`src/rtl/soc_bus_pkg.sv`:
```
`default_nettype none

package soc_bus_pkg;

    // bus field widths
    typedef logic [29:0] wb_addr_t;
    typedef logic [31:0] wb_data_t;
    typedef logic [3:0]  wb_sel_t;

    // which master currently holds the merged bus
    typedef enum logic {
        OWNER_A = 1'b0,
        OWNER_B = 1'b1
    } arb_owner_t;

    // identification word at system-info register 0
    localparam wb_data_t SYS_ID = 32'h20191028;

    // regions keyed on word address bits 29 to 21
    localparam logic [8:0] REGION_RAM = 9'd0;
    localparam logic [8:0] REGION_SYS = 9'd1;

    // switch/LED port occupies one word
    localparam wb_addr_t SWLED_ADDR = 30'h400001;

endpackage

`default_nettype wire

```
`src/rtl/switch_led_dev.sv`:
```
`timescale 1ns/1ps
`default_nettype none

module switch_led_dev (
    input  wire logic                  i_clk,
    input  wire logic                  i_rst_n,
    input  wire logic                  i_stb,
    input  wire logic                  i_we,
    input  wire soc_bus_pkg::wb_data_t i_data,
    input  wire soc_bus_pkg::wb_sel_t  i_sel,
    input  wire logic [15:0]           i_switches,
    output logic                       o_ack,
    output soc_bus_pkg::wb_data_t      o_data,
    output logic [15:0]                o_leds
);

    logic [15:0] leds_q;

    // led register sits in the two low byte lanes
    always_ff @(posedge i_clk) begin
        if (!i_rst_n) begin
            leds_q <= '0;
            o_ack  <= 1'b0;
        end else begin
            o_ack <= i_stb;
            if (i_stb && i_we) begin
                if (i_sel[0]) begin
                    leds_q[7:0] <= i_data[7:0];
                end
                if (i_sel[1]) begin
                    leds_q[15:8] <= i_data[15:8];
                end
            end
        end
    end

    // switches high, leds low
    always_ff @(posedge i_clk) begin
        o_data <= {i_switches, leds_q};
    end

    assign o_leds = leds_q;

endmodule

`default_nettype wire

```
`config.mk`:
```
export PLATFORM = sky130hd
export DESIGN_NAME = switch_led_dev
export DESIGN_NICKNAME = d
export VERILOG_FILES = /design/src/rtl/soc_bus_pkg.sv /design/src/rtl/switch_led_dev.sv
export SDC_FILE = /design/constraint.sdc
export NUM_CORES = 1
export LEC_CHECK = 0
export ABC_AREA = 1
export BUFFER_PORTS_ARGS = -buffer_cell sky130_fd_sc_hd__buf_4
export CORE_MARGIN = 1.5
export CORE_UTILIZATION = 40
export CTS_CLUSTER_SIZE = 16
export DETAILED_ROUTE_END_ITERATION = 16
export PLACE_DENSITY = 0.84
export SLEW_MARGIN = 25
export SYNTH_ARGS = -nofsm -noshare
export SYNTH_HDL_FRONTEND = slang
export SYNTH_SLANG_ARGS = --single-unit
```
`constraint.sdc`:
```
create_clock -name i_clk -period 1.45 [get_ports i_clk]
set_input_delay 0.29 -clock i_clk [delete_from_list [all_inputs] [get_ports i_clk]]
set_output_delay 0.29 -clock i_clk [all_outputs]
set_load 0.05 [all_outputs]
```
==> impl_metrics.yaml <==
outcome:
  outcome: "complete, no violations"
layout:
  fin_util_pct: 69.8
  area_delta_synth_final_pct: 62.9
  multi_input_area_sq_um: 264
  drive_gt1_share_pct: 40.3
  nets: 291
  seq_area_sq_um: 981
  antenna_cells: 0
  final_cell_count_no_fill: 280
  nFillCells: 238
critical_path:
  worstSetupPathType: "flop to primary output"
  cp-startpoint: "o_leds[8]"
  cpPeakStageDelay_ns: 0.39
  critPathSlowestCell: "dfxtp_1"
  path_cells: "buf_4"
  cp-start-kind: "flop"
  regToRegStartpoint: "o_leds[4]"
  rr_endpoint: "o_leds[4]"
  critPathBufInv: 1
  cp-end-kind: "primary output"
  path_max_fanout: 3
  setup.worst_path.end: "o_leds[8]"
  reg2reg_depth: 4
  r2r_slack_ns: 0.74
  crit_family: "flip-flops"
  crit_cells: 1
  required_ns: 1.16
  cp.arrival_ns: 0.96
synthesis:
  synthCells: 137
  synth_fa_ha_area_share_pct: 0
  yosys_register_bits: 49
  synth_compound_area_share_pct: 0
  synth_simple_gate_area_share_pct: 19.7
  ys_types: 7
  yosys-top-cells-area: "dfxtp_1, nand2_1, nor2_1, inv_1, buf_6"
  synth_xor_area_share_pct: 0
  synth_ff_type: "dfxtp_1"
  synth_area_leader_cell: "dfxtp_1"
  yosysMostFrequentCell: "dfxtp_1"
  synth-edff-count: 0
  synthTopCellsByCount: "dfxtp_1, nand2_1, nor2_1, inv_1"
  syn-num-nets: 193
  avgSynthCellArea_sq_um: 9.79
  yosysWarnings: 0
  synth_top_area_share_pct: 73.1
  synth_top_family_by_area: "simple AND/OR/NAND/NOR gates"
  synthMuxAreaShare_pct: 0
  netlist_area_sq_um: 1340
  ys_seq_area_share_pct: 73.1
  ys_async_sr_fraction_pct: 0
grt:
  grt-ovfl-total: 0
  grt_max_degree: 18
  track_usage_pct: 16.6
  grt_pass1_wl_microns: 4280
  antenna_found_initial: 0
  first_global_vias: 981
placed_design:
  hpwlAfterDp_microns: 2260
  post-place-ws_ns: 0.422
  placed_cells: 263
  gp_congestion: 0.660
  io_buffer_count: 86
route:
  dr.first_iter.drc_count: 25
  drt_wl_total_microns: 3350
  final_antenna_net_count: 0
  dr.pass1.iters: 4
  wl_per_cell_microns: 12.0
  drc: 0
  vias_per_cell: 4.10
  vias: 1148
sta:
  fin_crit_ns: 1.25
  rsz0062_at_grt: "false"
  hold_violations: 0
  fmax_ghz: 0.802
  period_share_pct: 85.9
  fin_setup_tns_ns: 0
  maxSlewHeadroom_pct: 79.3
  slew_viol_final: 0
  skew_ns: 0.00984
  worstMarginPinSlew_ns: 0.310
  fin_ws_ns: 0.204
  setup_viol: 0
cts:
  clk_pin_slew_ns: 0.13
  clk_latency_ns: 0.35
  hold_buffers: 0
  cts_resized: 0
  clock-root-buffer: "clkbuf_4"
  cts_buffers: 5
  cts_tree: "yes"
  clock_path_buffers: 2
  htreeDepth: 2
  post_cts_buffers: 0
  cts_sinks: 49
die:
  dieArea_sq_um: 3710
  start_util_pct: 42.9
  ioPinCount: 105
  die_w_microns: 60.9
  core-area_sq_um: 3130
  rows: 20
  die_h_microns: 60.9
pwr:
  vdd_drop_max_v: 0.000738
  leakage_uw: 0.00116
  p_total_uw: 2790
  power_density_nw_per_um2: 1280
min_path:
  hold_depth: 1
  worstHoldPathType: "input pin to flop"
flow_run:
  maxCapViolations: 0
-- power breakdown --
group | switching, uW | internal [uW]
registers | 30.7 | 1420
clock network | 404 | 412
logic | 341 | 187
total | 775 | 2020
-- sequential cells by signal, indices dropped and copies added, names as in the netlist --
register and count:
o_ack 1, o_data 32, o_leds 16
-- logic make-up (layout without fill, tap and decap cells) --
family,after synthesis,count (layout)
flops,49,49
simple gates,67,67
buf+inv,21,120
-- worst register-to-register path, delay by kind of cell, from the launching register on --
kind | cells | cell delay, ns
buf+inv | 1 | 0.05
simple gates | 3 | 0.22
flops | 1 | 0.39
-- worst min-delay path by stage --
stage	slack, ns	to	startpoint
2_1_floorplan	0.32	o_data[16]	i_switches[0]
3_3_place_gp	0.36	o_data[1]	o_leds[1]
3_5_place_dp	0.36	o_data[0]	o_leds[0]
4_1_cts	0.02	o_data[24]	i_switches[8]
5_1_grt	-0.008	o_data[25]	i_switches[9]
6_report	0.03	o_data[30]	i_switches[14]
-- stage by stage --
step | hold WS [ns] | cell area, sq um
3_3_place_gp | 0.356 | 2010
2_1_floorplan | 0.318 | 1340
6_report | 0.0276 | 2180
4_1_cts | 0.0215 | 2090
5_1_grt | -0.00813 | 2180
3_5_place_dp | 0.360 | 2010
-- placed cells by master, fill, tap and decap left out --
| master | count |
|---|---|
| buf_4 | 86 |
| dfxtp_1 | 49 |
| nand2_1 | 33 |
| nor2_1 | 32 |
| inv_1 | 17 |
| dlygate4sd3_1 | 9 |
| clkbuf_4 | 5 |
| nand3_2 | 2 |
| bufinv_16 | 1 |
| clkbuf_1 | 1 |
| clkbuf_8 | 1 |
-- layer usage --
| layer | vias up | part of all wire (%) | GRT usage [%] |
|---|---|---|---|
| met4 | 0 | 1.5 | 6.52 |
| met1 | 497 | 38 | 16.6 |
| li1 | 589 | - | - |
| met2 | 58 | 51 | 29.3 |
| met3 | 4 | 8.9 | 8.32 |
| met5 | - | 0 | 0 |
-- layout make-up --
type | count | area share, %
flip-flops and latches | 49 | 44.9
repair buffers | 95 | 33.7
multi-input cells | 67 | 12.1
inverters | 17 | 2.92
clock buffers | 7 | 2.52
well taps | 44 | 2.52
clock inverters | 1 | 1.37
Power figures use the tool's default switching activity.
