## src/rtl/soc_bus_pkg.sv

```systemverilog
`default_nettype none

package soc_bus_pkg;

    // bus field widths
    typedef logic [29:0] wb_addr_t;
    typedef logic [31:0] wb_data_t;
    typedef logic [3:0]  wb_sel_t;

    // which master currently holds the merged bus
    typedef enum logic {
        OWNER_A = 1'b0,
        OWNER_B = 1'b1
    } arb_owner_t;

    // identification word at system-info register 0
    localparam wb_data_t SYS_ID = 32'h20191028;

    // regions keyed on word address bits 29 to 21
    localparam logic [8:0] REGION_RAM = 9'd0;
    localparam logic [8:0] REGION_SYS = 9'd1;

    // switch/LED port occupies one word
    localparam wb_addr_t SWLED_ADDR = 30'h400001;

endpackage

`default_nettype wire

```

## src/rtl/wb_pri_arbiter.sv

```systemverilog
`timescale 1ns/1ps
`default_nettype none

module wb_pri_arbiter (
    input  wire logic                  i_clk,
    input  wire logic                  i_rst_n,
    // master a, data port, wins ties
    input  wire logic                  i_a_cyc,
    input  wire logic                  i_a_stb,
    input  wire logic                  i_a_we,
    input  wire soc_bus_pkg::wb_addr_t i_a_addr,
    input  wire soc_bus_pkg::wb_data_t i_a_data,
    input  wire soc_bus_pkg::wb_sel_t  i_a_sel,
    output logic                       o_a_ack,
    output logic                       o_a_stall,
    output logic                       o_a_err,
    // master b, instruction port
    input  wire logic                  i_b_cyc,
    input  wire logic                  i_b_stb,
    input  wire logic                  i_b_we,
    input  wire soc_bus_pkg::wb_addr_t i_b_addr,
    input  wire soc_bus_pkg::wb_data_t i_b_data,
    input  wire soc_bus_pkg::wb_sel_t  i_b_sel,
    output logic                       o_b_ack,
    output logic                       o_b_stall,
    output logic                       o_b_err,
    // merged bus
    output logic                       o_cyc,
    output logic                       o_stb,
    output logic                       o_we,
    output soc_bus_pkg::wb_addr_t      o_addr,
    output soc_bus_pkg::wb_data_t      o_data,
    output soc_bus_pkg::wb_sel_t       o_sel,
    input  wire logic                  i_ack,
    input  wire logic                  i_err
);

    soc_bus_pkg::arb_owner_t owner_q;
    soc_bus_pkg::arb_owner_t grant;
    logic                    owner_cyc;
    logic                    a_owns;

    assign owner_cyc = (owner_q == soc_bus_pkg::OWNER_A) ? i_a_cyc : i_b_cyc;

    // regrant only once the current owner lets go of cyc
    always_comb begin
        grant = owner_q;
        if (!owner_cyc) begin
            if (i_a_cyc) begin
                grant = soc_bus_pkg::OWNER_A;
            end else if (i_b_cyc) begin
                grant = soc_bus_pkg::OWNER_B;
            end
        end
    end

    always_ff @(posedge i_clk) begin
        if (!i_rst_n) begin
            owner_q <= soc_bus_pkg::OWNER_A;
        end else begin
            owner_q <= grant;
        end
    end

    assign a_owns = (grant == soc_bus_pkg::OWNER_A);

    // owner request goes straight through
    assign o_cyc  = a_owns ? i_a_cyc  : i_b_cyc;
    assign o_stb  = a_owns ? i_a_stb  : i_b_stb;
    assign o_we   = a_owns ? i_a_we   : i_b_we;
    assign o_addr = a_owns ? i_a_addr : i_b_addr;
    assign o_data = a_owns ? i_a_data : i_b_data;
    assign o_sel  = a_owns ? i_a_sel  : i_b_sel;

    // losing master is held off, slaves never stall the owner
    assign o_a_stall = !a_owns && i_a_stb;
    assign o_b_stall = a_owns && i_b_stb;

    assign o_a_ack = a_owns && i_ack;
    assign o_a_err = a_owns && i_err;
    assign o_b_ack = !a_owns && i_ack;
    assign o_b_err = !a_owns && i_err;

endmodule

`default_nettype wire

```

## config.mk

```make
export PLATFORM = sky130hd
export DESIGN_NAME = wb_pri_arbiter
export DESIGN_NICKNAME = d
export VERILOG_FILES = /design/src/rtl/soc_bus_pkg.sv /design/src/rtl/wb_pri_arbiter.sv
export SDC_FILE = /design/constraint.sdc
export NUM_CORES = 1
export LEC_CHECK = 0
export BUFFER_PORTS_ARGS = -buffer_cell sky130_fd_sc_hd__buf_2
export CELL_PAD_IN_SITES_DETAIL_PLACEMENT = 0
export CELL_PAD_IN_SITES_GLOBAL_PLACEMENT = 2
export CORE_ASPECT_RATIO = 2
export CORE_UTILIZATION = 11
export DETAILED_ROUTE_END_ITERATION = 10
export PLACE_DENSITY = 0.84
export SLEW_MARGIN = 10
export SYNTH_ARGS = -nofsm -noshare
export SYNTH_HDL_FRONTEND = slang
export SYNTH_SLANG_ARGS = --single-unit
```

## constraint.sdc

```tcl
create_clock -name i_clk -period 4.1 [get_ports i_clk]
set_clock_uncertainty 0.1 [all_clocks]
set_input_delay 0.205 -clock i_clk [delete_from_list [all_inputs] [get_ports i_clk]]
set_output_delay 0.205 -clock i_clk [all_outputs]
set_load 0.005 [all_outputs]
```

==> results.yml <==
yosys:
  yosysMostFrequentCell: "mux2_4"
  synth_top_cell_by_area: "mux2_4"
  synthTopCellsByArea: "mux2_4 55%, mux2_2 26%, buf_6 6.2%"
  syn_inst: 88
  synth-edff-count: 0
  synth_flop_cell: "dfxtp_1"
  synth_cell_types: 11
  netlist_area_sq_um: 1080
  syn_nets: 230
  async_reset_ff_frac: 0
  synth-seq-cells: 1
  syn_avg_cell_area_sq_um: 12.3
  netlist.area_leader.share: 0.555
  yosys_warnings: 0
  synth_common_cells: "40 x mux2_4, 25 x mux2_2, 6 x buf_6"
  yosysSeqAreaShare: 0.0185
hold_path:
  hp-start: "i_rst_n"
  min_path_cells: 2
  min_to: "owner_q"
  hold_class: "primary input to register"
job:
  maxCapViolations: 0
sta:
  fin_crit_sh: 0.541
  hold_viol: 0
  rsz0062_at_grt: "no"
  max_slew.worst_pin.slew_ns: 1.16
  fmax_mhz: 451
  min_period_ns: 2.22
  fin_setup_tns_ns: 0
  fin_ws_ns: 1.88
  setup_viol_count_final: 0
  slew_headroom: 0.228
  drv_slew: 0
critical_path:
  crit_fanout: 75
  crit_path_end_kind: "output pin"
  reg2reg_to: "owner_q"
  r2r_setup_slack_ns: 2.46
  reg2regPathDepth: 3
  r2r-start: "owner_q"
  worstPathRequired_ns: 3.80
  critPathLaunchType: "primary input"
  worstSetupPathType: "primary input to output pin"
  crit_arrival_ns: 1.91
power_and_ir_drop:
  power_w: 0.000283
  power_density_nw_per_um2: 126
  ir_drop_uv: 116
  total_leakage_power_nw: 1.35
cells_and_area:
  largest_reg_flops: 1
  antennaDiodeCount: 0
  largest_register: "owner_q"
  layout-drive-gt1-share: 0.956
  syn_to_final_growth_pct: 108
  top_regs: "owner_q (1)"
  layout.nets: 440
floorplan:
  die_w_um: 72.1
  initial_core_util: 0.115
  coreArea_sq_um: 9450
  io_pins: 217
  die_h_um: 142
  row_count: 50
  die_area_sq_um: 10300
global_route:
  grt_max_degree: 76
  gr-usage-all-layers: 0.0801
  antenna_found_initial: 0
  overflow: 0
  grt_pass1_wl_um: 6440
  grt_pass1_vias: 1428
place:
  place_ws_ns: 1.86
  place.detailed.hpwl_um: 4350
  gp_congestion: 0.734
  buffer_ports.inserted: 216
routing:
  drtIter0Drc: 19
  routed_wl_um: 4890
  vias_per_cell: 3.62
  vias: 1543
  drcViolationCount: 0
  routedWlPerCell_um: 11.5
  drtPass1Iterations: 4
  ant_nets: 0
clocking:
  postCtsResizedCells: 0
  clk_latency_ns: 0
  hold_buffers: 0
  clk_pin_slew_ns: 0
  cts_setup_buffers: 0
run_status:
  outcome: "complete, no violations"
[power breakdown]
group	leakage, nW	switching [W]	internal (W)	total (W)
Clock	0	0	0	0
Sequential	0.00826	0.000000150	0.0000105	0.0000107
Combinational	1.34	0.0000950	0.000177	0.000272
[cell type report]
class	count	area, sq um
tap	130	163
multi-input combinational	77	980
inverter	2	7.51
fill	1018	7200
sequential	1	20.0
timing repair buffer	216	1080
[how the worst max path moves through the flow]
stage | from | to | slack, ns | cells past startpoint
after detailed placement | i_b_cyc | o_addr[12] | 1.86 | 5
after CTS | i_b_cyc | o_addr[12] | 1.86 | 5
after global routing | i_b_cyc | o_sel[1] | 1.75 | 5
after floorplan | owner_q | o_addr[20] | 2.57 | 5
final | i_b_cyc | o_sel[1] | 1.88 | 5
after global placement | i_b_cyc | o_addr[12] | 1.90 | 5
[cell usage in the layout (no fill, tap or decap)]
cell type | synthesis | routed
buf_2 | 2 | 216
mux2_4 | 40 | 40
mux2_2 | 25 | 25
nor2b_1 | 4 | 4
mux2_1 | 3 | 3
and2_1 | 3 | 3
inv_1 | 2 | 2
maj3_4 | 0 | 1
or2_2 | 1 | 1
dfxtp_1 | 1 | 1
[layer usage]
metal	up-vias	global-route usage	share of wire
met5	-	0	0
met3	2	0.0127	0.13
met1	638	0.0475	0.26
li1	742	-	-
met2	161	0.210	0.61
met4	0	0	0.0039
[stage by stage]
stage / area, sq um / std cells / util / hold WS, ns
finish: 2250 / 426 / 0.238 / 0.363
global route: 2250 / 426 / 0.238 / 0.402
CTS: 2250 / 426 / 0.238 / 0.396
detailed placement: 2250 / 426 / 0.238 / 0.396
global placement: 2250 / 426 / 0.238 / 0.396
floorplan: 1080 / 88 / - / 0.233
[critical path, cell delays in order]
cell	delay [ns]
buf_2	0.10
inv_1	0.05
maj3_4	0.88
mux2_1	0.41
buf_2	0.14
[kinds of logic after synthesis]
family / synth area share
flip-flops: 0.0185
AND/OR/NAND/NOR: 0.0462
buffers and inverters: 0.0786
adder cells (fa/ha/maj): 0.0104
multiplexers: 0.846
(Power assumes the default switching activity.)
