## src/rtl/soc_bus_pkg.sv

```systemverilog
`default_nettype none

package soc_bus_pkg;

    // bus field widths
    typedef logic [29:0] wb_addr_t;
    typedef logic [31:0] wb_data_t;
    typedef logic [3:0]  wb_sel_t;

    // which master currently holds the merged bus
    typedef enum logic {
        OWNER_A = 1'b0,
        OWNER_B = 1'b1
    } arb_owner_t;

    // identification word at system-info register 0
    localparam wb_data_t SYS_ID = 32'h20191028;

    // regions keyed on word address bits 29 to 21
    localparam logic [8:0] REGION_RAM = 9'd0;
    localparam logic [8:0] REGION_SYS = 9'd1;

    // switch/LED port occupies one word
    localparam wb_addr_t SWLED_ADDR = 30'h400001;

endpackage

`default_nettype wire

```

## src/rtl/bus_decoder.sv

```systemverilog
`timescale 1ns/1ps
`default_nettype none

module bus_decoder (
    input  wire logic                  i_clk,
    input  wire logic                  i_rst_n,
    input  wire logic                  i_stb,
    input  wire soc_bus_pkg::wb_addr_t i_addr,
    // per-slave strobes
    output logic                       o_ram_stb,
    output logic                       o_sys_stb,
    output logic                       o_swled_stb,
    output logic                       o_err_stb,
    // slave returns
    input  wire logic                  i_ram_ack,
    input  wire logic                  i_sys_ack,
    input  wire logic                  i_swled_ack,
    input  wire soc_bus_pkg::wb_data_t i_ram_data,
    input  wire soc_bus_pkg::wb_data_t i_sys_data,
    input  wire soc_bus_pkg::wb_data_t i_swled_data,
    // back toward the arbiter
    output logic                       o_ack,
    output logic                       o_err,
    output soc_bus_pkg::wb_data_t      o_data
);

    logic ram_sel;
    logic sys_sel;
    logic swled_sel;
    logic none_sel;

    // ram and system-info take large regions, switch/led a single word
    assign ram_sel   = (i_addr[29:21] == soc_bus_pkg::REGION_RAM);
    assign sys_sel   = (i_addr[29:21] == soc_bus_pkg::REGION_SYS);
    assign swled_sel = (i_addr == soc_bus_pkg::SWLED_ADDR);
    assign none_sel  = !ram_sel && !sys_sel && !swled_sel;

    assign o_ram_stb   = i_stb && ram_sel;
    assign o_sys_stb   = i_stb && sys_sel;
    assign o_swled_stb = i_stb && swled_sel;
    assign o_err_stb   = i_stb && none_sel;

    // unmapped access answered on the next cycle
    always_ff @(posedge i_clk) begin
        if (!i_rst_n) begin
            o_ack <= 1'b0;
            o_err <= 1'b0;
        end else begin
            o_ack <= i_ram_ack || i_sys_ack || i_swled_ack;
            o_err <= o_err_stb;
        end
    end

    // return data, zero when nobody acks
    always_ff @(posedge i_clk) begin
        if (i_ram_ack) begin
            o_data <= i_ram_data;
        end else if (i_sys_ack) begin
            o_data <= i_sys_data;
        end else if (i_swled_ack) begin
            o_data <= i_swled_data;
        end else begin
            o_data <= '0;
        end
    end

endmodule

`default_nettype wire

```

## config.mk

```make
export PLATFORM = sky130hd
export DESIGN_NAME = bus_decoder
export DESIGN_NICKNAME = d
export VERILOG_FILES = /design/src/rtl/soc_bus_pkg.sv /design/src/rtl/bus_decoder.sv
export SDC_FILE = /design/constraint.sdc
export NUM_CORES = 1
export LEC_CHECK = 0
export BUFFER_PORTS_ARGS = -buffer_cell sky130_fd_sc_hd__clkbuf_2
export CAP_MARGIN = 5
export CORE_ASPECT_RATIO = 0.6
export CORE_MARGIN = 4
export CORE_UTILIZATION = 35
export DETAILED_ROUTE_END_ITERATION = 12
export GPL_ROUTABILITY_DRIVEN = 0
export PLACE_DENSITY = 0.85
export REMOVE_ABC_BUFFERS = 1
export SKIP_CTS_REPAIR_TIMING = 1
export SYNTH_ARGS = -nofsm -noshare
export SYNTH_HDL_FRONTEND = slang
export SYNTH_SLANG_ARGS = --single-unit
```

## constraint.sdc

```tcl
create_clock -name i_clk -period 4.8 [get_ports i_clk]
set_input_delay 1.44 -clock i_clk [delete_from_list [all_inputs] [get_ports i_clk]]
set_output_delay 1.44 -clock i_clk [all_outputs]
set_load 0.01 [all_outputs]
```

==> results of run 1 <==
-- synthesized netlist by cell type --
cell type and number:
dfxtp_1 34, nand2_1 32, a22oi_1 31, o21ai_0 28, clkbuf_1 13, o21ai_1 4
nor4_1 3, a21oi_1 2, inv_1 2, nor3_1 2, nor4b_1 2, or4_1 2
a211oi_1 1, and3_1 1, and3b_1 1, and4_1 1, buf_2 1, nand2b_1 1
nor2_1 1, nor2b_1 1, nor4_4 1, o31ai_1 1, or3_2 1, or4_4 1
-- critical path, delay by kind of cell --
family / cells / cell delay (ns)
AND/OR/NAND/NOR: 3 / 1.11
buffers and inverters: 2 / 0.21
-- stage by stage --
stage                     setup slack (ns)  util, %  instances  instance area, um2  hold WS [ns]
after global placement               0.652     60.3        370                2280          1.64
final                                0.610     62.5        376                2360          1.37
after floorplan                      0.828        -        153                1370          1.54
after CTS                            0.599     62.5        376                2360          1.36
after detailed placement             0.598     60.3        370                2280          1.64
after global routing                 0.561     62.5        376                2360          1.36
-- final timing paths --
| check | slack (ns) | to |
|---|---|---|
| hold / removal | 1.37 | o_data[16]$_DFF_P_ |
| setup / recovery | 0.61 | o_swled_stb |
-- cell type report --
cell class                      instances  area, um2
Clock buffer                            6       82.6
Fill cell                             350       1420
Inverter                                2       7.51
Multi-Input combinational cell        117        682
Sequential cell                        34        681
Tap cell                               47       58.8
Timing Repair Buffer                  170        853
-- cell usage in the layout (no fill, tap or decap), drive strengths merged, types with 2 or more instances in the layout --
cell type,n
dfxtp,34
nor3,2
clkbuf,175
nor4b,2
a21oi,2
nor4,4
or4,3
inv,2
a22oi,31
o21ai,32
nand2,32
-- cells by family after synthesis --
logic type             count (synthesis)
AO/OA/AOI/OAI                         67
AND/OR/NAND/NOR                       50
flip-flops                            34
buffers and inverters                 16
-- power breakdown --
| group | internal (mW) | switching (mW) | total, mW |
|---|---|---|---|
| clock | 0.110 | 0.0862 | 0.197 |
| sequential | 0.307 | 0.00599 | 0.313 |
| combinational | 0.0733 | 0.0672 | 0.140 |
| total | 0.490 | 0.159 | 0.650 |
-- registers in the layout, summed over array words and instances (netlist names) --
register / cells
o_err: 1
o_ack: 1
o_data: 32
-- metal layers --
metal	up-vias	track usage [%]	share of wire, %	wire length (um)
met4	0	5.23	0.55	27
met5	-	0	0	0
met1	803	18.3	38	1850
met3	2	7.64	11	525
met2	94	33.2	51	2480
li1	934	-	-	-
==> impl_metrics.ini, run 1 <==
[run_status]
run_status = completed

[logic_synthesis]
yosysWarnings = 0
ys_seq_area_share_pct = 47.9
synthSimpleGateAreaFrac_pct = 18.4
synth-adder-area-share_pct = 0
synth_top_area_share_pct = 47.9
synth_area_leaders = dfxtp_1 48%, a22oi_1 16%, o21ai_0 9.9%
synthXorXnorAreaFrac_pct = 0
syn_area_per_cell_um2 = 8.51
netlist_area_um2 = 1420
synth_cell_types = 24
synth_top_family_by_area = compound AO/OA/AOI/OAI gates
synth_compound_area_share_pct = 29.4
netlist_instances = 167
ys_ff_latch = 34
yosysTopAreaCell = dfxtp_1
synthMuxAreaShare_pct = 0

[grt]
grt_pass1_vias = 1780
grt_max_degree = 66
grt_overflow = 0
grtUsageTotal_pct = 17.7
grt_pass1_wl_mm = 7.46
antenna_found_initial = 0

[final_layout]
drive_gt1_share_pct = 54.7
antenna_cells = 0
syn_to_final_growth_pct = 66.4
fin_nets = 462

[floorplan]
ioPinCount = 170
rows = 17
die_w_um = 90.3
floorplan.initialDensity_pct = 37.5
core_um2 = 3790
die_h_um = 57.4
dieArea_um2 = 5180

[power]
leakagePower_nw = 1.28
power.density_nw_per_um2 = 275
total_power_mw = 0.650
peakVddDrop_mv = 0.148

[sta]
rsz0062_at_grt = no
fin_crit_ns = 4.19
tightest_slew_ns = 1.04
hold_viol_final = 0
period_share_pct = 87.3
finalMaxSlewViolations = 0
fmax_ghz = 0.239
max_slew_margin_pct = 30.4
setup_viol = 0
tns_ns = 0

[worst_hold_path]
hold_class = in -> reg
worstHoldStart = i_ram_data[16]
hold-path-cell-count = 3

[detailed_routing]
drt_iter0_drc = 48
drt-total-wl_mm = 4.89
wl_per_cell_um = 13.0
vias = 1833
dr.pass1.iters = 4
drc = 0
antenna_left = 0
vias_per_cell = 4.88

[critical_path]
crit_required_ns = 3.36
crit_type = in -> out
crit_fanout = 4
startpoint = i_addr[27]
cp.arrival_ns = 2.75
cpMostUsedCell = clkbuf_2
start_kind = input pin
slowest_stage = or4_4
worstSetupEndpointType = output port
path_cells = clkbuf_2, or4_4, nor4_4, and3_1, clkbuf_2
slowest_delay_ns = 0.57

[clock_network]
clkSinkCount = 34
cts-root-buf = clkbuf_8
cts_tree = built
cts_made_buffers = 5
clk_pin_slew_ns = 0.06
cts_buffer_depth = 2
htreeDepth = 2

[placement]
dpl.hpwl_mm = 4.06
io_buffers = 169

[run]
maxCapViolations = 0
Note: power is estimated with default switching activity, not from simulation.
==> run 2: changes to the inputs <==
--- a/config.mk
+++ b/config.mk
@@ -9,10 +9,10 @@
 export CAP_MARGIN = 5
 export CORE_ASPECT_RATIO = 0.6
 export CORE_MARGIN = 4
-export CORE_UTILIZATION = 35
+export CORE_UTILIZATION = 29
 export DETAILED_ROUTE_END_ITERATION = 12
 export GPL_ROUTABILITY_DRIVEN = 0
-export PLACE_DENSITY = 0.85
+export PLACE_DENSITY = 0.75
 export REMOVE_ABC_BUFFERS = 1
 export SKIP_CTS_REPAIR_TIMING = 1
 export SYNTH_ARGS = -nofsm -noshare
==> constraint.sdc (replaced) <==
create_clock -name i_clk -period 3.8 [get_ports i_clk]
set_input_delay 1.14 -clock i_clk [delete_from_list [all_inputs] [get_ports i_clk]]
set_output_delay 1.14 -clock i_clk [all_outputs]
set_load 0.01 [all_outputs]
==> run 2 against run 1 <==
Cell count up 5.1%. Power is 28% higher. Die area up 18%. Critical path type unchanged. Critical endpoint unchanged. Largest power group unchanged.
==> impl_metrics.ini, run 2 (synthesized netlist as in run 1, its figures left out) <==
[run_status]
run_status = completed

[final_layout]
final_area_um2 = 2400
antenna_cells = 0
largest_reg_flops = 32
fin_nets = 463
final_cell_mix = 169 x clkbuf_2, 34 x dfxtp_1, 32 x nand2_1, 31 x a22oi_1, 28 x o21ai_0
top_regs = o_data x32, o_ack x1, o_err x1
layout_commonest_cell = clkbuf_2
fill_cells = 449
syn_to_final_growth_pct = 68.9
largest_register = o_data
drive_gt1_share_pct = 54.8

[grt]
antenna_found_initial = 0
grt_overflow = 0
grt_pass1_wl_mm = 7.80
grt_use_met1_pct = 17.6
grt_pass1_vias = 1705
grtUsageTotal_pct = 15.6
grt_max_degree = 66
met2_usage_pct = 26.6
busiest_layer = met2
gr-usage-met3_pct = 7.38

[sta]
tns_ns = 0
hold_viol_final = 0
finalMaxSlewViolations = 0
rsz0062_at_grt = no
fin_crit_ns = 3.57
max_slew_margin_pct = 32.4
period_share_pct = 93.8
fmax_ghz = 0.280
setup_viol = 0
tightest_slew_ns = 1.01

[critical_path]
crit_type = in -> out
start_kind = input pin
cp.depth = 5
slowest_stage = or4_4
cpLargestDelayFamily = simple AND/OR/NAND/NOR gates
cp.arrival_ns = 2.43
cpMostUsedCell = clkbuf_2
startpoint = i_addr[27]
worstSetupEndpointType = output port
slowest_delay_ns = 0.57
path_cells = clkbuf_2, or4_4, nor4_4, and3_1, clkbuf_2
crit_required_ns = 2.66
crit_fanout = 4
critPathBufInv = 2

[detailed_routing]
drt_iter0_drc = 36
drc = 0
wl_per_cell_um = 12.7
antenna_left = 0
vias_per_cell = 4.60
dr.pass1.iters = 4
drt-total-wl_mm = 5.03
vias = 1817

[clock_network]
cts-root-buf = clkbuf_8
htreeDepth = 2
cts_buffer_depth = 2
clk_pin_slew_ns = 0.07
clkSinkCount = 34
cts_made_buffers = 5
cts_tree = built

[floorplan]
dieArea_um2 = 6120
rows = 19
floorplan.initialDensity_pct = 30.5
ioPinCount = 170
core_um2 = 4660
die_h_um = 62.2
die_w_um = 98.4

[worst_hold_path]
hold-path-cell-count = 3
worstHoldStart = i_ram_data[1]
hold_class = in -> reg

[power]
total_power_mw = 0.835
power.density_nw_per_um2 = 348
peakVddDrop_mv = 0.184
leakagePower_nw = 1.29

[run]
maxCapViolations = 0

[placement]
place_area_um2 = 2310
dpl.hpwl_mm = 4.22
io_buffers = 169
==> run 2: path summary, 6_finish.rpt <==
kind	slack, ns	end
setup / recovery	0.23	o_swled_stb
hold / removal	1.06	o_data[1]$_DFF_P_
==> run 2: tightest hold or removal path, delay by kind of cell <==
| kind | cells | cell delay [ns] |
|---|---|---|
| simple gates | 1 | 0.04 |
| compound gates | 1 | 0.05 |
| buf+inv | 1 | 0.07 |
==> run 2: stage by stage <==
step / cells / util [%] / hold WS (ns) / setup WS, ns
floorplan: 153 / - / 1.24 / 0.428
global placement: 387 / 49.6 / 1.34 / 0.252
detailed placement: 387 / 49.6 / 1.34 / 0.222
CTS: 395 / 51.5 / 1.05 / 0.223
global route: 395 / 51.5 / 1.06 / 0.150
finish: 395 / 51.5 / 1.06 / 0.235
==> run 2: per-layer routing <==
metal	routed length (um)	part of all wire, %
met3	579	12
met5	0	0
met2	2370	47
met1	2060	41
met4	26	0.52
==> run 2: area by class of cell <==
cell class | count | area (um2) | area share (%)
Sequential cell | 34 | 681 | 28.3
Timing Repair Buffer | 171 | 861 | 35.9
Multi-Input combinational cell | 117 | 682 | 28.4
Tap cell | 63 | 78.8 | 3.28
Inverter | 2 | 7.51 | 0.313
Clock buffer | 7 | 86.3 | 3.60
Clock inverter | 1 | 5.00 | 0.208
==> run 2: where the power goes <==
part           internal, mW  switching (mW)  total, mW
Sequential            0.387         0.00839      0.396
Combinational        0.0931          0.0841      0.177
Clock                 0.146           0.116      0.262
