==> src/rtl/soc_bus_pkg.sv <==
`default_nettype none

package soc_bus_pkg;

    // bus field widths
    typedef logic [29:0] wb_addr_t;
    typedef logic [31:0] wb_data_t;
    typedef logic [3:0]  wb_sel_t;

    // which master currently holds the merged bus
    typedef enum logic {
        OWNER_A = 1'b0,
        OWNER_B = 1'b1
    } arb_owner_t;

    // identification word at system-info register 0
    localparam wb_data_t SYS_ID = 32'h20191028;

    // regions keyed on word address bits 29 to 21
    localparam logic [8:0] REGION_RAM = 9'd0;
    localparam logic [8:0] REGION_SYS = 9'd1;

    // switch/LED port occupies one word
    localparam wb_addr_t SWLED_ADDR = 30'h400001;

endpackage

`default_nettype wire

==> src/rtl/sys_info_dev.sv <==
`timescale 1ns/1ps
`default_nettype none

module sys_info_dev (
    input  wire logic                  i_clk,
    input  wire logic                  i_rst_n,
    input  wire logic                  i_stb,
    input  wire logic                  i_we,
    input  wire soc_bus_pkg::wb_addr_t i_addr,
    input  wire soc_bus_pkg::wb_data_t i_data,
    input  wire logic                  i_err_stb,
    output logic                       o_ack,
    output soc_bus_pkg::wb_data_t      o_data,
    output logic                       o_irq
);

    soc_bus_pkg::wb_data_t scratch_q;
    soc_bus_pkg::wb_addr_t err_addr_q;
    soc_bus_pkg::wb_data_t power_cnt_q;
    logic                  irq_q;

    always_ff @(posedge i_clk) begin
        if (!i_rst_n) begin
            o_ack       <= 1'b0;
            scratch_q   <= '0;
            err_addr_q  <= '0;
            power_cnt_q <= '0;
            irq_q       <= 1'b0;
        end else begin
            o_ack <= i_stb;
            if (i_stb && i_we) begin
                case (i_addr[3:0])
                    4'h1: scratch_q <= i_data;
                    4'h4: irq_q     <= i_data[0];
                    default: ;
                endcase
            end
            // last word address that hit no slave
            if (i_err_stb) begin
                err_addr_q <= i_addr;
            end
            // count up, top bit sticks once reached
            if (!power_cnt_q[31]) begin
                power_cnt_q <= power_cnt_q + 32'd1;
            end else begin
                power_cnt_q[30:0] <= power_cnt_q[30:0] + 31'd1;
            end
        end
    end

    // register readback
    always_ff @(posedge i_clk) begin
        case (i_addr[3:0])
            4'h0:    o_data <= soc_bus_pkg::SYS_ID;
            4'h1:    o_data <= scratch_q;
            4'h2:    o_data <= {err_addr_q, 2'b00};
            4'h3:    o_data <= power_cnt_q;
            4'h4:    o_data <= {31'd0, irq_q};
            default: o_data <= '0;
        endcase
    end

    assign o_irq = irq_q;

endmodule

`default_nettype wire

==> config.mk <==
export PLATFORM = sky130hd
export DESIGN_NAME = sys_info_dev
export DESIGN_NICKNAME = d
export VERILOG_FILES = /design/src/rtl/soc_bus_pkg.sv /design/src/rtl/sys_info_dev.sv
export SDC_FILE = /design/constraint.sdc
export NUM_CORES = 1
export LEC_CHECK = 0
export BUFFER_PORTS_ARGS = -buffer_cell sky130_fd_sc_hd__buf_2
export CORE_MARGIN = 10
export CORE_UTILIZATION = 40
export CTS_BUF_LIST = sky130_fd_sc_hd__clkbuf_2 sky130_fd_sc_hd__clkbuf_4 sky130_fd_sc_hd__clkbuf_8
export DETAILED_ROUTE_END_ITERATION = 12
export GPL_TIMING_DRIVEN = 0
export SLEW_MARGIN = 20
export SYNTH_ARGS = -nofsm -noshare
export SYNTH_HDL_FRONTEND = slang
export SYNTH_SLANG_ARGS = --single-unit
==> constraint.sdc <==
create_clock -name i_clk -period 3.9 [get_ports i_clk]
set_input_delay 0.39 -clock i_clk [delete_from_list [all_inputs] [get_ports i_clk]]
set_output_delay 0.39 -clock i_clk [all_outputs]
set_load 0.05 [all_outputs]
==> results of run 1 <==
==> power groups by stage <==
stage / clock network (uW) / registers [uW] / logic, uW
after floorplan: 0 / 1400 / 91.9
after global placement: 0 / 1380 / 184
after detailed placement: 0 / 1380 / 187
after CTS: 1240 / 1350 / 188
after global routing: 1290 / 1350 / 204
final: 1220 / 1350 / 187
==> path summary, 6_finish.rpt <==
kind / startpoint / end
max: power_cnt_q[0] / power_cnt_q[30]
min: i_data[13] / scratch_q[13]
max reg2reg: power_cnt_q[0] / power_cnt_q[30]
min reg2reg: scratch_q[14] / scratch_q[14]
==> cell usage after synthesis (all sizes together) <==
cell	count	area, sq um
clkbuf	22	83.8
o21ai	13	65.1
nor4b	1	8.76
nor3	2	15.0
nand2b	2	12.5
nand2	77	289
a211oi	1	7.51
and4	4	40.0
a21oi	55	275
dfxtp	128	2560
o31ai	11	82.6
mux2i	41	410
nand3	9	45.0
inv	5	18.8
a22oi	23	173
nand4	11	83.8
or2	1	6.26
or3b	1	11.3
ha	1	12.5
or4	11	82.6
and2	3	18.8
mux2	23	259
nor2b	1	6.26
nor2	68	255
or3	7	43.8
buf	18	116
nor3b	1	7.51
and3	5	31.3
nor4	1	6.26
o21a	1	7.51
xor2	8	70.1
xnor2	3	26.3
==> sequential cells by signal (all words and copies together), names as in the netlist <==
name / count
o_ack: 1
err_addr_q: 30
scratch_q: 32
o_irq: 1
power_cnt_q: 32
o_data: 32
==> kinds of logic (layout without fill, tap and decap cells) <==
group | count (synthesis) | count (layout) | synth area share (%)
compound gates | 104 | 104 | 11.9
mux | 64 | 64 | 13.0
simple gates | 205 | 205 | 18.8
xor+xnor | 11 | 11 | 1.88
flops | 128 | 128 | 49.9
buf+inv | 45 | 175 | 4.27
fa+ha+maj | 1 | 1 | 0.244
==> placed cells by master (no fill, tap or decap), types with 2 or more instances in the layout <==
cell type,n
dfxtp_1,128
buf_2,110
nand2_1,77
nor2_1,68
a21oi_1,55
mux2i_1,41
mux2_2,23
a22oi_1,23
clkbuf_1,21
clkbuf_8,21
o21ai_0,13
o31ai_1,11
or4_1,11
nand4_1,10
nand3_1,9
xor2_1,8
or3_1,7
inv_1,5
and3_1,5
buf_6,4
clkinv_2,4
and2_1,3
xnor2_1,3
clkinvlp_4,3
bufinv_16,3
nand2b_1,2
and4_4,2
and4_1,2
==> final cells by class <==
cell class	count	share of cell area (%)
Sequential cell	128	40.9
Multi-Input combinational cell	385	37.5
Timing Repair Buffer	98	7.82
Clock buffer	22	4.73
Tap cell	172	3.43
Buffer	40	3.19
Clock inverter	10	2.12
Inverter	5	0.299
==> layer usage <==
| layer | GRT usage [%] | wire, um | vias up |
|---|---|---|---|
| met4 | 6.77 | 388 | 0 |
| li1 | - | - | 2172 |
| met2 | 26.7 | 6860 | 156 |
| met5 | 0 | 0 | - |
| met1 | 20.5 | 6760 | 2087 |
| met3 | 5.45 | 964 | 24 |
==> through the flow <==
stage / hold slack [ps] / instances / worst slack, ps
finish: 179 / 860 / 1830
global route: 167 / 860 / 1700
CTS: 156 / 860 / 1810
detailed placement: 447 / 828 / 1790
global placement: 442 / 828 / 1810
floorplan: 434 / 558 / 2150
==> worst max-delay path, stage by stage, from the launching register on <==
cell and delay (ps):
dfxtp_1 450, ha_1 220, and3_1 150, buf_2 190, nand4_1 290, nor4_1 450
mux2i_1 230
==> summary.txt, run 1 <==
Floorplanning
  – Die area: 17800 sq um
  – # IOs: 101
  – Height of the die: 133 um
  – Die width: 133 um
  – Core area: 12600 sq um
  – Row count: 41
  – Starting Density: 40.7%

Logic synthesis
  – Distinct cells, synth: 39
  – Net Count, Synth: 626
  – Synth warnings: 0
  – Seq cells post-synth: 128
  – Avg Cell Area, Syn: 9.20 sq um
  – Sequential share of the synthesized area: 49.9%
  – Mapped cell area: 5130 sq um
  – Mapped Cells: 558

Timing
  – Max Clk Rate: 484 MHz
  – Period Utilization, post-route: 53.0%
  – Clock skew: 8.55 ps
  – Slew Limit Headroom: 42.7%
  – Max-slew violations: 0
  – RSZ-0062 raised after global routing: false
  – Worst-margin pin slew: 860 ps
  – Final setup vio count: 0
  – Min cycle time layout: 2070 ps
  – Setup_tns: 0 ps
  – Final Hold Viols: 0

Power
  – Logic pwr share: 6.8%
  – Peak VDD IR: 0.271 mV
  – Static leakage: 0.00256 uW
  – Clock Power Share: 44.3%
  – NetSw: 651 uW
  – Power Dens Cells: 440 nW/um^2
  – Pint: 2110 uW
  – Pwr Total: 2760 uW
  – Sequential power share: 49.0%
  – Switch share: 23.6%

Global route
  – First-pass GRT wire length: 23600 um
  – Initial antenna violation count: 0
  – Vias in the first global route: 4527
  – Largest net degree at the start of global routing: 17
  – GRT overflow: 0
  – GRT Overall Usage: 16.8%

CTS
  – Cts hold-fix bufs: 0
  – Total CTS buffers: 17
  – CTS H-tree depth: 4
  – CTS tree: built
  – Clock sink total: 128
  – Root Driver: clkbuf_8
  – Post-CTS Setup Inserts: 0
  – Clk_lat worst skew: 440 ps
  – Clock buffer depth: 2
  – Register clock-pin slew on the reported worst setup and hold paths: 80 ps
  – CTS resizes: 0

Run status
  – Outcome: finished clean

Drt
  – Via count: 4439
  – Drt pass-1 iters: 5
  – Vias per cell: 5.16
  – Wirelength, routed: 15000 um
  – Remaining DRCs: 0
  – ANT nets after route: 0
  – Routed WL per cell: 17.4 um
  – Initial DRC Count: 274

Cells and area
  – Final Cell Area: 6270 sq um
  – Sequential Area: 2560 sq um
  – Layout Nets: 743
  – Antenna cell count: 0
  – Layout area overhead: 22.1%
  – Final Core Density: 49.7%
  – Multi-input gate area: 2350 sq um
  – Layout cells sized above 1: 25.7%
  – Fillers: 1245

Flow run
  – # Max-Cap Violations: 0

Setup path
  – CP startpoint kind: flop
  – Top fanout value on the critical path: 7
  – Setup crit end kind: flop
  – Critical Path RT: 4270 ps
  – Crit Path Class: flop to flop
  – Crit path DAT: 2440 ps
  – FF-to-FF setup slack: 1830 ps
  – FF-to-FF path depth: 6

Hold path
  – Hold Path Class: primary input to flop
  – Hold Path Depth: 3

Placement
  – GP Congestion: 0.841
  – Port bufs: 98
  – DP Wirelength: 11400 um
  – DP Area: 5840 sq um
No activity file was read; power rests on OpenSTA's default activity.
==> run 2, diff against run 1 <==
Clock period 3.9 ns to 1.8 ns, I/O delays scaled along.
==> summary.txt, run 2 (synthesis results as in run 1) <==
Run status
  – Outcome: finished clean (unchanged)

Flow run
  – # Max-Cap Violations: 0 (unchanged)

Power
  – Switch share: 23.5% (was 23.6%)
  – Pwr Total: 6090 uW (was 2760 uW)
  – Sequential power share: 48.1% (was 49.0%)
  – Peak VDD IR: 0.606 mV (was 0.271 mV)
  – NetSw: 1430 uW (was 651 uW)
  – Pint: 4660 uW (was 2110 uW)
  – Static leakage: 0.00285 uW (was 0.00256 uW)
  – Clock Power Share: 43.5% (was 44.3%)
  – Power Dens Cells: 871 nW/um^2 (was 440 nW/um^2)
  – Logic pwr share: 8.4% (was 6.8%)

Global route
  – First-pass GRT wire length: 25000 um (was 23600 um)
  – Largest net degree at the start of global routing: 17 (unchanged)
  – GRT Overall Usage: 17.7% (was 16.8%)
  – GRT overflow: 0 (unchanged)
  – Vias in the first global route: 4860 (was 4527)
  – Initial antenna violation count: 0 (unchanged)

Cells and area
  – Multi-input gate area: 2390 sq um (was 2350 sq um)
  – Layout cells sized above 1: 27.9% (was 25.7%)
  – Layout area overhead: 36.2% (was 22.1%)
  – Leading cell type in the layout, fill and taps excluded: dfxtp_1 (unchanged)
  – Fillers: 1168 (was 1245)
  – Final Core Density: 55.4% (was 49.7%)
  – Antenna cell count: 0 (unchanged)
  – Biggest regs: o_data: 32 flops, power_cnt_q: 32 flops, scratch_q: 32 flops (unchanged)
  – Sequential Area: 2590 sq um (was 2560 sq um)
  – Layout Nets: 810 (was 743)
  – Most frequent cells in the layout: 113 x dfxtp_1, 108 x buf_2, 75 x nand2_1, 68 x nor2_1, 57 x dlygate4sd3_1 (was 128 x dfxtp_1, 110 x buf_2, 77 x nand2_1, 68 x nor2_1, 55 x a21oi_1)
  – Final Cell Area: 6990 sq um (was 6270 sq um)

Floorplanning
  – Die area: 17800 sq um (unchanged)
  – Starting Density: 40.7% (unchanged)
  – # IOs: 101 (unchanged)
  – Row count: 41 (unchanged)
  – Core area: 12600 sq um (unchanged)
  – Die width: 133 um (unchanged)
  – Height of the die: 133 um (unchanged)

Timing
  – Period Utilization, post-route: 97.0% (was 53.0%)
  – Slew Limit Headroom: 41.9% (was 42.7%)
  – Max Clk Rate: 573 MHz (was 484 MHz)
  – Final Hold Viols: 0 (unchanged)
  – Clock skew: 10.8 ps (was 8.55 ps)
  – Max-slew violations: 0 (unchanged)
  – Worst-margin pin slew: 871 ps (was 860 ps)
  – Final setup vio count: 0 (unchanged)
  – Min cycle time layout: 1750 ps (was 2070 ps)
  – Setup_tns: 0 ps (unchanged)
  – Final setup margin: 53.4 ps (was 1830 ps)

Setup path
  – CP startpoint kind: flop (unchanged)
  – Crit Path Class: flop to flop (unchanged)
  – Crit path DAT: 2130 ps (was 2440 ps)
  – Largest delay share family, worst path: simple AND/OR/NAND/NOR gates (unchanged)
  – CP Cell Sequence: ha_4 -> and3_4 -> buf_6 -> nand4_1 -> or4_4 -> a21oi_2 (was ha_1 -> and3_1 -> buf_2 -> nand4_1 -> nor4_1 -> mux2i_1)
  – Top fanout value on the critical path: 5 (was 7)
  – CP max-delay cell: or4_4 (was dfxtp_1)
  – CP Buf/Inv Count: 1 (unchanged)
  – Critical Path RT: 2180 ps (was 4270 ps)
  – CP max stage delay: 550 ps (was 450 ps)
  – Setup crit end kind: flop (unchanged)

Drt
  – Drt pass-1 iters: 5 (unchanged)
  – Routed WL per cell: 17.1 um (was 17.4 um)
  – Via count: 4737 (was 4439)
  – Vias per cell: 5.11 (was 5.16)
  – Wirelength, routed: 15900 um (was 15000 um)
  – Initial DRC Count: 269 (was 274)
  – Remaining DRCs: 0 (unchanged)
  – ANT nets after route: 0 (unchanged)

CTS
  – CTS tree: built (unchanged)
  – Clk_lat worst skew: 450 ps (was 440 ps)
  – Clock sink total: 128 (unchanged)
  – CTS H-tree depth: 4 (unchanged)
  – Clock buffer depth: 2 (unchanged)
  – Root Driver: clkbuf_8 (unchanged)
  – Register clock-pin slew on the reported worst setup and hold paths: 80 ps (about the same)
  – Total CTS buffers: 17 (unchanged)

Placement
  – Pre-CTS WS: -248 ps (was 1790 ps)
  – Port bufs: 98 (unchanged)
  – DP Area: 5840 sq um (unchanged)
  – GP Congestion: 0.841 (unchanged)
  – DP Wirelength: 11400 um (unchanged)

Hold path
  – Hold Path Class: primary input to flop (unchanged)
## run 2: cell count changes in the layout (fill, tap and decap cells not counted), sizes merged
cell,before,now
buf,116,126
dlygate4sd3,0,57
## run 2: what timing repair did
item | CTS | global route
pin swaps | 5 | 7
resized for setup | 6 | 28
setup buffers | 4 | 6
hold buffers | 57 | 0
hold endpoints to repair | 58 | 0
endpoints found under the setup margin | 15 | 18
## run 2: per-layer routing
layer | share of wire, % | global-route usage (%) | wire length, um | up-vias
met2 | 47 | 28.9 | 7540 | 145
li1 | - | - | - | 2313
met4 | 2.9 | 7.74 | 455 | 0
met5 | 0 | 0 | 0 | -
met1 | 44 | 20.9 | 6930 | 2249
met3 | 6.1 | 5.34 | 972 | 30
## run 2: layout make-up
type	count	area share, %
buffer	40	3.06
inverter	5	0.268
timing repair buffer	165	16.2
clock inverter	10	1.90
clock buffer	22	4.24
multi-input combinational	385	34.2
sequential	128	37.0
tap	172	3.08
## run 2: metrics by stage
step	hold slack [ps]	std cells
finish	17.6	927
CTS	2.75	921
global route	17.7	927
detailed placement	426	828
global placement	418	828
floorplan	298	558
## run 2: worst paths after layout
path | start | end | slack (ps) | cells after the start
worst min-delay path | i_rst_n | power_cnt_q[31] | 20 | 2
worst min register to register | scratch_q[14] | scratch_q[14] | 460 | 2
worst max register to register | power_cnt_q[0] | power_cnt_q[28] | 50 | 6
worst max-delay path | power_cnt_q[0] | power_cnt_q[28] | 50 | 6
## run 2: power by group through the flow
stage	registers (uW)	clock network [uW]	logic, uW
global placement	2990	0	399
floorplan	3030	0	199
finish	2930	2650	508
CTS	2930	2680	501
detailed placement	2990	0	405
global route	2940	2790	554
## run 2: worst reg2reg max path, stage by stage (launching register included)
cell	delay, ps
dfxtp_4	390
ha_4	140
and3_4	180
buf_6	110
nand4_1	210
or4_4	550
a21oi_2	110
==> run 3, diff against run 2 <==
Settings changed: RECOVER_POWER set to 25.
==> summary.txt, run 3 (synthesis results as in run 1) <==
CTS
  – CTS tree: built (unchanged)
  – Clock buffer depth: 2 (unchanged)
  – Clock sink total: 128 (unchanged)
  – Register clock-pin slew on the reported worst setup and hold paths: 80 ps (about the same)
  – CTS H-tree depth: 4 (unchanged)
  – Clk_lat worst skew: 450 ps (about the same)
  – Total CTS buffers: 17 (unchanged)
  – Root Driver: clkbuf_8 (unchanged)

Timing
  – Max Clk Rate: 573 MHz (about the same)
  – Min cycle time layout: 1750 ps (about the same)
  – Period Utilization, post-route: 97.0% (about the same)
  – Hold WS: 18.6 ps (was 17.6 ps)
  – Slew Limit Headroom: 41.9% (about the same)
  – Max-slew violations: 0 (unchanged)
  – Clock skew: 10.3 ps (was 10.8 ps)
  – Final Hold Viols: 0 (unchanged)
  – Final setup vio count: 0 (unchanged)
  – Worst-margin pin slew: 871 ps (about the same)

Run status
  – Outcome: finished clean (unchanged)

Placement
  – Port bufs: 98 (unchanged)
  – GP Congestion: 0.841 (unchanged)
  – DP Area: 5840 sq um (unchanged)
  – DP Cell Count: 828 (unchanged)
  – DP Wirelength: 11400 um (unchanged)

Drt
  – Initial DRC Count: 269 (unchanged)
  – ANT nets after route: 0 (unchanged)
  – Routed WL per cell: 17.2 um (was 17.1 um)
  – Vias per cell: 5.12 (was 5.11)
  – Wirelength, routed: 15900 um (about the same)
  – Via count: 4747 (was 4737)
  – Drt pass-1 iters: 5 (unchanged)
  – Remaining DRCs: 0 (unchanged)

Setup path
  – Top fanout value on the critical path: 5 (unchanged)
  – Start of the worst register-to-register path: power_cnt_q[0] (unchanged)
  – Critical Path RT: 2180 ps (about the same)
  – Crit Path Class: flop to flop (unchanged)
  – FF-to-FF setup slack: 50 ps (about the same)
  – Setup crit end kind: flop (unchanged)
  – RR Endpoint: power_cnt_q[28] (unchanged)
  – Crit path DAT: 2130 ps (about the same)
  – CP startpoint kind: flop (unchanged)
  – FF-to-FF path depth: 6 (unchanged)

Global route
  – Vias in the first global route: 4860 (unchanged)
  – GRT busiest layer: met2 (unchanged)
  – Met3 Use GR: 5.34% (unchanged)
  – GR Util met2: 28.9% (unchanged)
  – GRT overflow: 0 (unchanged)
  – Largest net degree at the start of global routing: 17 (unchanged)
  – Met1 usage: 20.9% (unchanged)
  – Initial antenna violation count: 0 (unchanged)
  – First-pass GRT wire length: 25000 um (unchanged)
  – GRT Overall Usage: 17.7% (unchanged)

Cells and area
  – Biggest regs: o_data: 32 flops, power_cnt_q: 32 flops, scratch_q: 32 flops (unchanged)
  – Layout area overhead: 36.2% (about the same)
  – Layout cells sized above 1: 27.8% (was 27.9%)
  – Antenna cell count: 0 (unchanged)
  – Most frequent cells in the layout: 113 x dfxtp_1, 107 x buf_2, 75 x nand2_1, 68 x nor2_1, 57 x dlygate4sd3_1 (was 113 x dfxtp_1, 108 x buf_2, 75 x nand2_1, 68 x nor2_1, 57 x dlygate4sd3_1)
  – Final Core Density: 55.4% (about the same)
  – Leading cell type in the layout, fill and taps excluded: dfxtp_1 (unchanged)
  – Fillers: 1169 (was 1168)
  – Final Cell Area: 6990 sq um (about the same)
  – Layout Nets: 810 (unchanged)
  – Finished Layout Cells: 927 (unchanged)

Power
  – Clock Power Share: 43.5% (about the same)
  – Pwr Total: 6090 uW (about the same)
  – Pint: 4660 uW (about the same)
  – Static leakage: 0.00285 uW (about the same)
  – Switch share: 23.5% (about the same)
  – Sequential power share: 48.1% (about the same)
  – Power Dens Cells: 871 nW/um^2 (about the same)
  – NetSw: 1430 uW (about the same)
  – Peak VDD IR: 0.606 mV (about the same)
  – Logic pwr share: 8.4% (about the same)

Floorplanning
  – Die area: 17800 sq um (unchanged)
  – # IOs: 101 (unchanged)
  – Height of the die: 133 um (unchanged)
  – Die width: 133 um (unchanged)
  – Core area: 12600 sq um (unchanged)
  – Starting Density: 40.7% (unchanged)
  – Row count: 41 (unchanged)

Hold path
  – Hold EP: power_cnt_q[31] (unchanged)
  – Hold Path Class: primary input to flop (unchanged)
  – Hold Path Depth: 2 (unchanged)
  – Hold Path Origin: i_rst_n (unchanged)

Flow run
  – # Max-Cap Violations: 0 (unchanged)
[run 3: repair_timing]
action / 4_1_cts / 5_1_grt
hold buffers: 57 / 0
hold endpoints to repair: 58 / 0
setup endpoints to repair: 15 / 18
gates resized for setup: 6 / 28
pin swaps: 5 / 7
setup buffers: 4 / 6
[run 3: power by group through the flow]
stage	Combinational [uW]	Clock, uW	Sequential (uW)
finish	508	2650	2930
global route	553	2790	2940
CTS	501	2680	2930
detailed placement	405	0	2990
global placement	399	0	2990
floorplan	199	0	3030
[run 3: layout make-up]
class | instances | area (sq um) | area share, %
Sequential cell | 128 | 2590 | 37.0
Multi-Input combinational cell | 385 | 2390 | 34.2
Timing Repair Buffer | 165 | 1130 | 16.2
Clock buffer | 22 | 297 | 4.24
Tap cell | 172 | 215 | 3.08
Buffer | 40 | 214 | 3.06
Clock inverter | 10 | 133 | 1.90
Inverter | 5 | 18.8 | 0.268
[run 3: critical path, cell delays in order, from the launching register on]
cell,delay (ps)
dfxtp_4,390
ha_4,130
and3_4,180
buf_6,110
nand4_1,210
or4_4,550
a21oi_2,110
[run 3: through the flow]
step | setup WS, ps | TNS, ps
CTS | -17.3 | -33.9
detailed placement | -248 | -2400
finish | 53.5 | 0
global placement | -194 | -1510
global route | -20.9 | -35.0
floorplan | 144 | 0
[run 3: routing by layer]
layer  up-vias  wire [um]
met5         -          0
met4         0        444
met3        29        993
met2       152       7560
met1      2254       6920
li1       2312          -
[run 3: how the worst max path moves through the flow]
| stage | depth (start not counted) | start | end | slack (ps) |
|---|---|---|---|---|
| final | 6 | power_cnt_q[0] | power_cnt_q[28] | 50 |
| after global routing | 6 | power_cnt_q[0] | power_cnt_q[28] | -20 |
| after CTS | 6 | power_cnt_q[0] | power_cnt_q[30] | -20 |
| after detailed placement | 6 | power_cnt_q[0] | power_cnt_q[30] | -250 |
| after global placement | 6 | power_cnt_q[0] | power_cnt_q[30] | -190 |
| after floorplan | 6 | power_cnt_q[0] | power_cnt_q[28] | 140 |
